`src/design/core_macros.svh`:
```
`ifndef CORE_MACROS_SVH
`define CORE_MACROS_SVH

// Datapath and address width of the core
`define CORE_XLEN 32

// Architectural register file size
`define CORE_NREGS 32

// Register index width, log2 of the register count
`define CORE_REG_AW 5

// Immediate field width of I-type words
`define CORE_IMM_W 16

// Jump index width of J-type words
`define CORE_JIDX_W 26

`endif

```
`src/design/isa_pkg.sv`:
```
`default_nettype none

package isa_pkg;

	// Primary opcodes, instruction bits 31:26
	localparam logic [5:0] op_rtype = 6'h00;	// Special, decoded by funct
	localparam logic [5:0] op_j     = 6'h02;
	localparam logic [5:0] op_jal   = 6'h03;
	localparam logic [5:0] op_beq   = 6'h04;
	localparam logic [5:0] op_bne   = 6'h05;
	localparam logic [5:0] op_addiu = 6'h09;
	localparam logic [5:0] op_slti  = 6'h0a;
	localparam logic [5:0] op_andi  = 6'h0c;
	localparam logic [5:0] op_ori   = 6'h0d;
	localparam logic [5:0] op_xori  = 6'h0e;
	localparam logic [5:0] op_lui   = 6'h0f;
	localparam logic [5:0] op_lw    = 6'h23;
	localparam logic [5:0] op_sw    = 6'h2b;

	// Funct codes of the special opcode, bits 5:0
	localparam logic [5:0] fn_jr   = 6'h08;
	localparam logic [5:0] fn_addu = 6'h21;
	localparam logic [5:0] fn_subu = 6'h23;
	localparam logic [5:0] fn_and  = 6'h24;
	localparam logic [5:0] fn_or   = 6'h25;
	localparam logic [5:0] fn_xor  = 6'h26;
	localparam logic [5:0] fn_slt  = 6'h2a;
	localparam logic [5:0] fn_sltu = 6'h2b;

	// Field boundaries inside the 32-bit word
	localparam int unsigned op_hi  = 31;
	localparam int unsigned op_lo  = 26;
	localparam int unsigned rs_hi  = 25;
	localparam int unsigned rs_lo  = 21;
	localparam int unsigned rt_hi  = 20;
	localparam int unsigned rt_lo  = 16;
	localparam int unsigned rd_hi  = 15;
	localparam int unsigned rd_lo  = 11;
	localparam int unsigned fn_hi  = 5;
	localparam int unsigned fn_lo  = 0;
	localparam int unsigned imm_hi = 15;
	localparam int unsigned imm_lo = 0;
	localparam int unsigned idx_hi = 25;
	localparam int unsigned idx_lo = 0;

endpackage

`default_nettype wire

```
`src/design/core_pkg.sv`:
```
`default_nettype none

package core_pkg;

	// ALU operation chosen by the decoder
	typedef enum logic [3:0] {
		alu_add  = 4'd0,	// addu, addiu, lw/sw address
		alu_sub  = 4'd1,	// subu, branch compare
		alu_and  = 4'd2,
		alu_or   = 4'd3,
		alu_xor  = 4'd4,
		alu_slt  = 4'd5,	// Signed compare
		alu_sltu = 4'd6,	// Unsigned compare
		alu_lui  = 4'd7	// Immediate into the upper half
	} alu_op_t;

	// Register writeback source
	typedef enum logic [1:0] {
		wb_alu  = 2'd0,
		wb_mem  = 2'd1,	// Load data
		wb_link = 2'd2	// Return address for jal
	} wb_sel_t;

	// Next pc source
	typedef enum logic [1:0] {
		pc_seq    = 2'd0,	// pc + 4
		pc_branch = 2'd1,	// Conditional, decided by zero and branch_ne
		pc_jump   = 2'd2,	// j and jal
		pc_reg    = 2'd3	// jr
	} pc_sel_t;

	// Destination register field
	typedef enum logic [1:0] {
		dst_rt  = 2'd0,	// I-type
		dst_rd  = 2'd1,	// R-type
		dst_r31 = 2'd2	// Link register
	} dst_sel_t;

endpackage

`default_nettype wire

```
`src/design/control_unit.sv`:
```
`timescale 1ns/1ps
`default_nettype none

module control_unit (
	input  wire logic [5:0]         opcode,
	input  wire logic [5:0]         funct,
	output core_pkg::alu_op_t       alu_op,
	output core_pkg::wb_sel_t       wb_sel,
	output core_pkg::pc_sel_t       pc_sel,
	output core_pkg::dst_sel_t      dst_sel,
	output logic                    alu_src_imm,	// 1: ALU b from immediate
	output logic                    sign_ext,	// 1: sign-extend immediate
	output logic                    reg_we,
	output logic                    mem_we,
	output logic                    branch_ne	// 1: bne, taken when not equal
);

	always_comb begin
		alu_op      = core_pkg::alu_add;	// Defaults form a no-op
		wb_sel      = core_pkg::wb_alu;
		pc_sel      = core_pkg::pc_seq;
		dst_sel     = core_pkg::dst_rt;
		alu_src_imm = 1'b0;
		sign_ext    = 1'b1;
		reg_we      = 1'b0;
		mem_we      = 1'b0;
		branch_ne   = 1'b0;
		case (opcode)
			isa_pkg::op_rtype: begin
				dst_sel = core_pkg::dst_rd;
				reg_we  = 1'b1;	// Cleared below for jr and unknown funct
				case (funct)
					isa_pkg::fn_addu: alu_op = core_pkg::alu_add;
					isa_pkg::fn_subu: alu_op = core_pkg::alu_sub;
					isa_pkg::fn_and:  alu_op = core_pkg::alu_and;
					isa_pkg::fn_or:   alu_op = core_pkg::alu_or;
					isa_pkg::fn_xor:  alu_op = core_pkg::alu_xor;
					isa_pkg::fn_slt:  alu_op = core_pkg::alu_slt;
					isa_pkg::fn_sltu: alu_op = core_pkg::alu_sltu;
					isa_pkg::fn_jr: begin
						pc_sel = core_pkg::pc_reg;	// Target from rs
						reg_we = 1'b0;
					end
					default: reg_we = 1'b0;	// Unsupported funct
				endcase
			end
			isa_pkg::op_addiu, isa_pkg::op_slti, isa_pkg::op_andi,
			isa_pkg::op_ori, isa_pkg::op_xori, isa_pkg::op_lui: begin
				alu_src_imm = 1'b1;
				reg_we      = 1'b1;
				// Only the arithmetic forms extend the sign
				sign_ext    = (opcode == isa_pkg::op_addiu) || (opcode == isa_pkg::op_slti);
				case (opcode)
					isa_pkg::op_slti: alu_op = core_pkg::alu_slt;
					isa_pkg::op_andi: alu_op = core_pkg::alu_and;
					isa_pkg::op_ori:  alu_op = core_pkg::alu_or;
					isa_pkg::op_xori: alu_op = core_pkg::alu_xor;
					isa_pkg::op_lui:  alu_op = core_pkg::alu_lui;
					default:          alu_op = core_pkg::alu_add;
				endcase
			end
			isa_pkg::op_lw: begin
				alu_src_imm = 1'b1;	// Address is rs + offset
				wb_sel      = core_pkg::wb_mem;
				reg_we      = 1'b1;
			end
			isa_pkg::op_sw: begin
				alu_src_imm = 1'b1;
				mem_we      = 1'b1;
			end
			isa_pkg::op_beq, isa_pkg::op_bne: begin
				alu_op    = core_pkg::alu_sub;	// Operands rs and rt
				pc_sel    = core_pkg::pc_branch;
				branch_ne = (opcode == isa_pkg::op_bne);
			end
			isa_pkg::op_j: pc_sel = core_pkg::pc_jump;
			isa_pkg::op_jal: begin
				pc_sel  = core_pkg::pc_jump;
				wb_sel  = core_pkg::wb_link;	// r31 gets pc + 4
				dst_sel = core_pkg::dst_r31;
				reg_we  = 1'b1;
			end
			default: ;	// Unknown opcode runs as a no-op
		endcase
	end

endmodule

`default_nettype wire

```
`src/design/register_bank.sv`:
```
`timescale 1ns/1ps
`include "core_macros.svh"
`default_nettype none

module register_bank (
	input  wire logic                    clk,
	input  wire logic                    rst_n,
	input  wire logic [`CORE_REG_AW-1:0] raddr1,	// rs
	input  wire logic [`CORE_REG_AW-1:0] raddr2,	// rt
	input  wire logic [`CORE_REG_AW-1:0] waddr,
	input  wire logic                    we,
	input  wire logic [`CORE_XLEN-1:0]   wdata,
	output logic      [`CORE_XLEN-1:0]   rdata1,
	output logic      [`CORE_XLEN-1:0]   rdata2
);

	logic [`CORE_XLEN-1:0] regs [`CORE_NREGS];	// Entry 0 never written

	always_ff @(posedge clk) begin
		if (!rst_n) begin
			for (int i = 0; i < `CORE_NREGS; i++) begin
				regs[i] <= '0;	// Program restarts from a clean file
			end
		end else if (we && (waddr != '0)) begin
			regs[waddr] <= wdata;	// Writes to r0 dropped
		end
	end

	// Reads see the old value during a write to the same index
	assign rdata1 = (raddr1 == '0) ? '0 : regs[raddr1];
	assign rdata2 = (raddr2 == '0) ? '0 : regs[raddr2];

endmodule

`default_nettype wire

```
`src/design/alu.sv`:
```
`timescale 1ns/1ps
`include "core_macros.svh"
`default_nettype none

module alu (
	input  wire logic [`CORE_XLEN-1:0] a,	// rs value
	input  wire logic [`CORE_XLEN-1:0] b,	// rt value or extended immediate
	input  core_pkg::alu_op_t          op,
	output logic      [`CORE_XLEN-1:0] result,
	output logic                       zero
);

	localparam int half = `CORE_XLEN / 2;

	logic lt_signed;
	logic lt_unsigned;

	assign lt_signed   = $signed(a) < $signed(b);
	assign lt_unsigned = a < b;

	always_comb begin
		case (op)
			core_pkg::alu_add:  result = a + b;	// Wraps, no overflow trap
			core_pkg::alu_sub:  result = a - b;
			core_pkg::alu_and:  result = a & b;
			core_pkg::alu_or:   result = a | b;
			core_pkg::alu_xor:  result = a ^ b;
			core_pkg::alu_slt:  result = {{(`CORE_XLEN-1){1'b0}}, lt_signed};
			core_pkg::alu_sltu: result = {{(`CORE_XLEN-1){1'b0}}, lt_unsigned};
			core_pkg::alu_lui:  result = {b[half-1:0], {half{1'b0}}};	// Low half of b moved up
			default:            result = '0;
		endcase
	end

	// Equality flag, independent of op, for beq and bne
	assign zero = (a == b);

endmodule

`default_nettype wire

```
`src/design/program_counter.sv`:
```
`timescale 1ns/1ps
`include "core_macros.svh"
`default_nettype none

module program_counter (
	input  wire logic                      clk,
	input  wire logic                      rst_n,
	input  core_pkg::pc_sel_t              pc_sel,
	input  wire logic                      zero,	// rs == rt from the ALU
	input  wire logic                      branch_ne,
	input  wire logic [`CORE_XLEN-1:0]     imm_ext,	// Sign-extended word offset
	input  wire logic [`CORE_JIDX_W-1:0]   jump_index,
	input  wire logic [`CORE_XLEN-1:0]     reg_target,	// rs for jr
	output logic      [`CORE_XLEN-1:0]     pc,
	output logic      [`CORE_XLEN-1:0]     pc_plus4	// Also the link value
);

	logic                  taken;
	logic [`CORE_XLEN-1:0] branch_target;
	logic [`CORE_XLEN-1:0] jump_target;
	logic [`CORE_XLEN-1:0] pc_next;

	assign pc_plus4      = pc + `CORE_XLEN'd4;
	assign taken         = zero ^ branch_ne;	// beq on equal, bne on not equal
	assign branch_target = pc_plus4 + {imm_ext[`CORE_XLEN-3:0], 2'b00};
	assign jump_target   = {pc_plus4[`CORE_XLEN-1:`CORE_JIDX_W+2], jump_index, 2'b00};	// Same 256 MB region

	always_comb begin
		case (pc_sel)
			core_pkg::pc_branch: pc_next = taken ? branch_target : pc_plus4;
			core_pkg::pc_jump:   pc_next = jump_target;
			core_pkg::pc_reg:    pc_next = reg_target;
			default:             pc_next = pc_plus4;
		endcase
	end

	always_ff @(posedge clk) begin
		if (!rst_n) begin
			pc <= '0;	// Fetch restarts at address 0
		end else begin
			pc <= pc_next;
		end
	end

endmodule

`default_nettype wire

```
`src/design/mips_uniciclo.sv`:
```
`timescale 1ns/1ps
`include "core_macros.svh"
`default_nettype none

module mips_uniciclo (
	input  wire logic                    clk,
	input  wire logic                    rst_n,
	output logic      [`CORE_XLEN-1:0]   imem_addr,	// Byte address, asynchronous read
	input  wire logic [`CORE_XLEN-1:0]   imem_data,
	output logic      [`CORE_XLEN-1:0]   dmem_addr,
	output logic      [`CORE_XLEN-1:0]   dmem_wdata,
	output logic                         dmem_we,	// Captured at the next rising edge
	input  wire logic [`CORE_XLEN-1:0]   dmem_rdata,
	output logic                         rf_we,	// Register write of this cycle
	output logic      [`CORE_REG_AW-1:0] rf_waddr,
	output logic      [`CORE_XLEN-1:0]   rf_wdata
);

	logic [5:0]                opcode;
	logic [5:0]                funct;
	logic [`CORE_REG_AW-1:0]   rs;
	logic [`CORE_REG_AW-1:0]   rt;
	logic [`CORE_REG_AW-1:0]   rd;
	logic [`CORE_IMM_W-1:0]    imm;
	logic [`CORE_JIDX_W-1:0]   jump_index;

	core_pkg::alu_op_t  alu_op;
	core_pkg::wb_sel_t  wb_sel;
	core_pkg::pc_sel_t  pc_sel;
	core_pkg::dst_sel_t dst_sel;
	logic               alu_src_imm;
	logic               sign_ext;
	logic               reg_we;
	logic               mem_we;
	logic               branch_ne;

	logic [`CORE_XLEN-1:0] rs_data;
	logic [`CORE_XLEN-1:0] rt_data;
	logic [`CORE_XLEN-1:0] imm_ext;
	logic [`CORE_XLEN-1:0] alu_b;
	logic [`CORE_XLEN-1:0] alu_result;
	logic                  zero;
	logic [`CORE_XLEN-1:0] pc;
	logic [`CORE_XLEN-1:0] pc_plus4;

	// Instruction fields
	assign opcode     = imem_data[isa_pkg::op_hi:isa_pkg::op_lo];
	assign rs         = imem_data[isa_pkg::rs_hi:isa_pkg::rs_lo];
	assign rt         = imem_data[isa_pkg::rt_hi:isa_pkg::rt_lo];
	assign rd         = imem_data[isa_pkg::rd_hi:isa_pkg::rd_lo];
	assign funct      = imem_data[isa_pkg::fn_hi:isa_pkg::fn_lo];
	assign imm        = imem_data[isa_pkg::imm_hi:isa_pkg::imm_lo];
	assign jump_index = imem_data[isa_pkg::idx_hi:isa_pkg::idx_lo];

	// Logical immediates take zeros on top
	assign imm_ext = sign_ext ? {{(`CORE_XLEN-`CORE_IMM_W){imm[`CORE_IMM_W-1]}}, imm}
	                          : {{(`CORE_XLEN-`CORE_IMM_W){1'b0}}, imm};
	assign alu_b   = alu_src_imm ? imm_ext : rt_data;

	always_comb begin
		case (dst_sel)
			core_pkg::dst_rd:  rf_waddr = rd;
			core_pkg::dst_r31: rf_waddr = '1;	// Link register r31
			default:           rf_waddr = rt;
		endcase
		case (wb_sel)
			core_pkg::wb_mem:  rf_wdata = dmem_rdata;
			core_pkg::wb_link: rf_wdata = pc_plus4;
			default:           rf_wdata = alu_result;
		endcase
	end

	assign rf_we      = reg_we & rst_n;	// Held low during reset
	assign dmem_we    = mem_we & rst_n;
	assign dmem_addr  = alu_result;
	assign dmem_wdata = rt_data;	// Store data from rt
	assign imem_addr  = pc;

	control_unit ctrl_i (
		.opcode      (opcode),
		.funct       (funct),
		.alu_op      (alu_op),
		.wb_sel      (wb_sel),
		.pc_sel      (pc_sel),
		.dst_sel     (dst_sel),
		.alu_src_imm (alu_src_imm),
		.sign_ext    (sign_ext),
		.reg_we      (reg_we),
		.mem_we      (mem_we),
		.branch_ne   (branch_ne)
	);

	register_bank regs_i (
		.clk    (clk),
		.rst_n  (rst_n),
		.raddr1 (rs),
		.raddr2 (rt),
		.waddr  (rf_waddr),
		.we     (rf_we),
		.wdata  (rf_wdata),
		.rdata1 (rs_data),
		.rdata2 (rt_data)
	);

	alu alu_i (
		.a      (rs_data),
		.b      (alu_b),
		.op     (alu_op),
		.result (alu_result),
		.zero   (zero)
	);

	program_counter pc_i (
		.clk        (clk),
		.rst_n      (rst_n),
		.pc_sel     (pc_sel),
		.zero       (zero),
		.branch_ne  (branch_ne),
		.imm_ext    (imm_ext),
		.jump_index (jump_index),
		.reg_target (rs_data),	// jr target
		.pc         (pc),
		.pc_plus4   (pc_plus4)
	);

endmodule

`default_nettype wire

```
`config.mk`:
```
export PLATFORM = sky130hd
export DESIGN_NAME = mips_uniciclo
export DESIGN_NICKNAME = d
export VERILOG_FILES = /design/src/design/isa_pkg.sv /design/src/design/core_pkg.sv /design/src/design/control_unit.sv /design/src/design/register_bank.sv /design/src/design/alu.sv /design/src/design/program_counter.sv /design/src/design/mips_uniciclo.sv
export VERILOG_INCLUDE_DIRS = /design/src /design/src/design
export SDC_FILE = /design/constraint.sdc
export NUM_CORES = 2
export LEC_CHECK = 0
export BUFFER_PORTS_ARGS = -buffer_cell sky130_fd_sc_hd__clkbuf_2
export CAP_MARGIN = 20
export CORE_UTILIZATION = 65
export DETAILED_ROUTE_END_ITERATION = 8
export PLACE_DENSITY = 0.79
export SLEW_MARGIN = 20
export SYNTH_ARGS = -nofsm -noshare
export SYNTH_HDL_FRONTEND = slang
export SYNTH_SLANG_ARGS = --single-unit
```
`constraint.sdc`:
```
create_clock -name clk -period 13.7 [get_ports clk]
set_clock_uncertainty 0.05 [all_clocks]
set_input_delay 2.74 -clock clk [delete_from_list [all_inputs] [get_ports clk]]
set_output_delay 2.74 -clock clk [all_outputs]
set_load 0.05 [all_outputs]
```
==> summary.md <==
| Metric | Value |
|---|---|
| Outcome | `completed` |
| Max Cap Violations | `0` |
| Final hold violations | `0` |
| Mapped cell area | `63060 sq um` |
| Grt ovf | `0` |
| Number of global-route vias before repair | `49.79k` |
| Reg-to-reg slack, setup | `6.58 ns` |
| Rows | `around 110` |
| IO Port Bufs | `200` |
| Distinct cell type count after synthesis | `99` |
| HPWL after detailed placement | `153000 um` |
| Routed vias | `51.03k` |
| # setup viols final | `0` |
| GPL Wtd Cong | `around 1.0` |
| H-tree depth | `3` |
| Num CTS Buffers | `roughly 110` |
| Pleak | `25.99 nW` |
| Global-route wire length before repair | `357400 um` |
| Worst-Skew Late Latency | `approximately 0.73 ns` |
| Min-delay src | `pc_i.pc[1]$_SDFFE_PN0P_` |
| CTS Buffer Depth | `3` |
| Routed len/inst | `40.75 um` |
| Number of flip-flops under the largest register name | `1024` |
| Final core occ | `0.7247` |
| First-pass DRT Iterations | `8` |
| RR Startpoint | `regs_i.regs[23][8]$_SDFFCE_PN0P_` |
| Final nets | `5135` |
| Post-CTS Setup Bufs | `0` |
| Initial antenna violation count | `11` |
| Adder-cell share of the synthesized area | `0.02631` |
| Xor-xnor portion of the synthesized cell area | `0.008195` |
| CTS tree | `built` |
| Worst setup path category | `in2out` |
| Post-CTS Resized | `0` |
| GR Util All Layers | `0.5233` |
| Core Area | `between 90000 and 100000 sq um` |
| Post-synth top flop | `edfxtp_1` |
| Fmax | `0.07794 GHz` |
| Hold Path Sink | `pc_i.pc[1]$_SDFFE_PN0P_` |
| Compound-Gate Fraction of Synth Area | `0.07534` |
| Pins Over Slew Limit | `0` |
| Sink Count | `between 1k and 1.5k` |
| Drt drc | `0` |
| RSZ-0062 raised after global routing | `false` |
| Vias per inst | `8.103` |
| Post-Place Setup Slack | `1.210 ns` |
| Async SR Flop Fraction | `0` |
| Peak supply drop | `0.1406 mV` |
| WHS Path Cells | `2` |
| Most common cell after layout, fill and taps aside | `edfxtp_1` |
| Post-Syn Area per Cell | `about 13 sq um` |
| Worst Path Required | `10.91 ns` |
| Drt initial violations | `around 10k` |
| Mapped Cells | `4909` |
| Reg clk slew, reported paths | `0.06 ns` |
| Largest family of logic cells by synthesized area | `multiplexers` |
| Worst slew margin | `0.1967` |
| Hold buffers post-CTS | `0` |
| Die ar. | `98260 sq um` |
| Seq cells post-synth | `around 1.1k` |
| Setup TNS | `0 ns` |
| Power per Cell Area | `138.0 nW/um^2` |
| Worst setup margin | `0.8694 ns` |
| Critical path endpoint category | `output port` |
| Hold WC Path Type | `reg2reg` |
| Die span in x | `313.5 um` |
| Multiplexer share of the synthesized area | `0.2419` |
| Final period util | `0.9365` |
| Minimum clock period | `around 13 ns` |
| WP data arrival | `between 10 and 15 ns` |
| Die height | `313.5 um` |
| Most frequent cells in the layout | `1024 x edfxtp_1, 985 x nor2_1, 640 x mux4_2` |
| Initial Util | `0.6598` |
| Reg2reg end | `regs_i.regs[29][29]$_SDFFCE_PN0P_` |
| Largest net degree at the start of global routing | `89` |
| Critical Path Fanout Max | `61` |
| WL final | `256600 um` |
| Root buf cell | `clkbuf_16` |
| Layout cells sized above 1 | `0.2683` |
| Yosys warns | `0` |
| Crit start category | `primary input` |
| Sequential area share after synthesis | `0.4978` |
| Final ANT Viol Nets | `0` |
| Post-synth EDFFs | `a little over 1k` |
| Simple-Gate Fraction of Synth Area | `0.1095` |
| IO Pins | `201` |
| FF-to-FF path depth | `17` |
| Area Overhead vs Synth | `9.845%` |
| Actual slew at the worst max-slew pin | `1.171 ns` |
## cell type report
cell class                      count  area (sq um)
Clock inverter                     75         733.2
Tap cell                         1265          1583
Timing Repair Buffer              374          2542
Fill cell                        6051         26310
Multi-Input combinational cell   3245         29730
Antenna cell                        4         10.01
Sequential cell                  1056         31390
Clock buffer                      121          2688
Inverter                          157         589.3
## where the power goes
part           leakage (nW)  total [mW]  switching (mW)  internal, mW
Combinational          13.5        2.87            2.09         0.774
Clock                  1.64        2.95            1.32          1.63
Sequential             10.8        3.74          0.0799          3.66
## Yosys cell counts (all sizes together) (18+ instances only)
cell type | count | share of area
o221ai | 18 | 0.0025
mux4 | 640 | 0.23
o21bai | 20 | 0.0024
edfxtp | 1024 | 0.49
nand4 | 19 | 0.0020
ha | 127 | 0.025
a22oi | 18 | 0.0021
a221oi | 20 | 0.0028
dfxtp | 32 | 0.010
a21o | 44 | 0.0052
nor2b | 21 | 0.0021
a21oi | 164 | 0.013
clkbuf | 311 | 0.019
nand3 | 38 | 0.0031
inv | 156 | 0.0093
buf | 171 | 0.013
mux2 | 26 | 0.0046
xnor2 | 39 | 0.0054
o21ai | 194 | 0.016
xor2 | 20 | 0.0028
mux2i | 55 | 0.0087
nor3 | 248 | 0.021
a211oi | 26 | 0.0033
nor2 | 986 | 0.059
o21a | 29 | 0.0035
o31ai | 20 | 0.0031
nand2 | 185 | 0.011
a221o | 32 | 0.0051
## cells by family (layout without fill, tap and decap cells)
kind of cell / after synthesis / count (layout)
buffers and inverters: 639 / 727
xor gates and xnor gates: 59 / 59
other: 1 / 36
adders and majority gates: 131 / 131
muxes: 721 / 721
and+or+nand+nor: 1599 / 1599
AOI/OAI and AO/OA: 703 / 703
DFF: 1056 / 1056
## metal layers
layer	track usage	vias up	part of all wire
met4	0.3993	20	0.10
met3	0.2374	1712	0.18
met5	0.02321	-	0.0018
met2	0.7475	5979	0.42
li1	-	18950	-
met1	0.6200	24370	0.29
## how the worst max path moves through the flow
stage                               to  depth (start not counted)     startpoint
after floorplan           rf_wdata[16]                         22  imem_data[16]
after global routing      rf_wdata[27]                         20  imem_data[21]
after global placement    rf_wdata[27]                         20  imem_data[21]
after CTS                 rf_wdata[27]                         20  imem_data[21]
final                     rf_wdata[27]                         19  imem_data[16]
after detailed placement  rf_wdata[27]                         20  imem_data[21]
## through the flow
stage                     std cells  cell area (sq um)  hold WS (ns)  power [mW]
after floorplan                4940              63180        0.7016       5.613
after global placement         6097              65830        0.5001       6.486
after detailed placement       6097              65830        0.5037       6.510
after CTS                      6293              69250        0.5124       9.394
after global routing           6293              69260        0.5262       9.700
final                          6297              69270        0.5326       9.556
## critical path: stages
cell	delay (ns)
buf_8	0.53
buf_4	0.40
buf_4	0.31
mux4_2	0.55
mux4_2	0.46
mux2i_1	0.56
nor2_1	0.34
a21oi_1	0.36
ha_1	0.41
nor3_1	0.30
inv_1	0.11
or3_1	0.37
a2111oi_1	0.97
o21ai_0	0.26
nor4b_1	0.23
nor3_4	0.21
buf_4	0.38
inv_1	0.11
clkbuf_2	0.25
(Power assumes the default switching activity.)
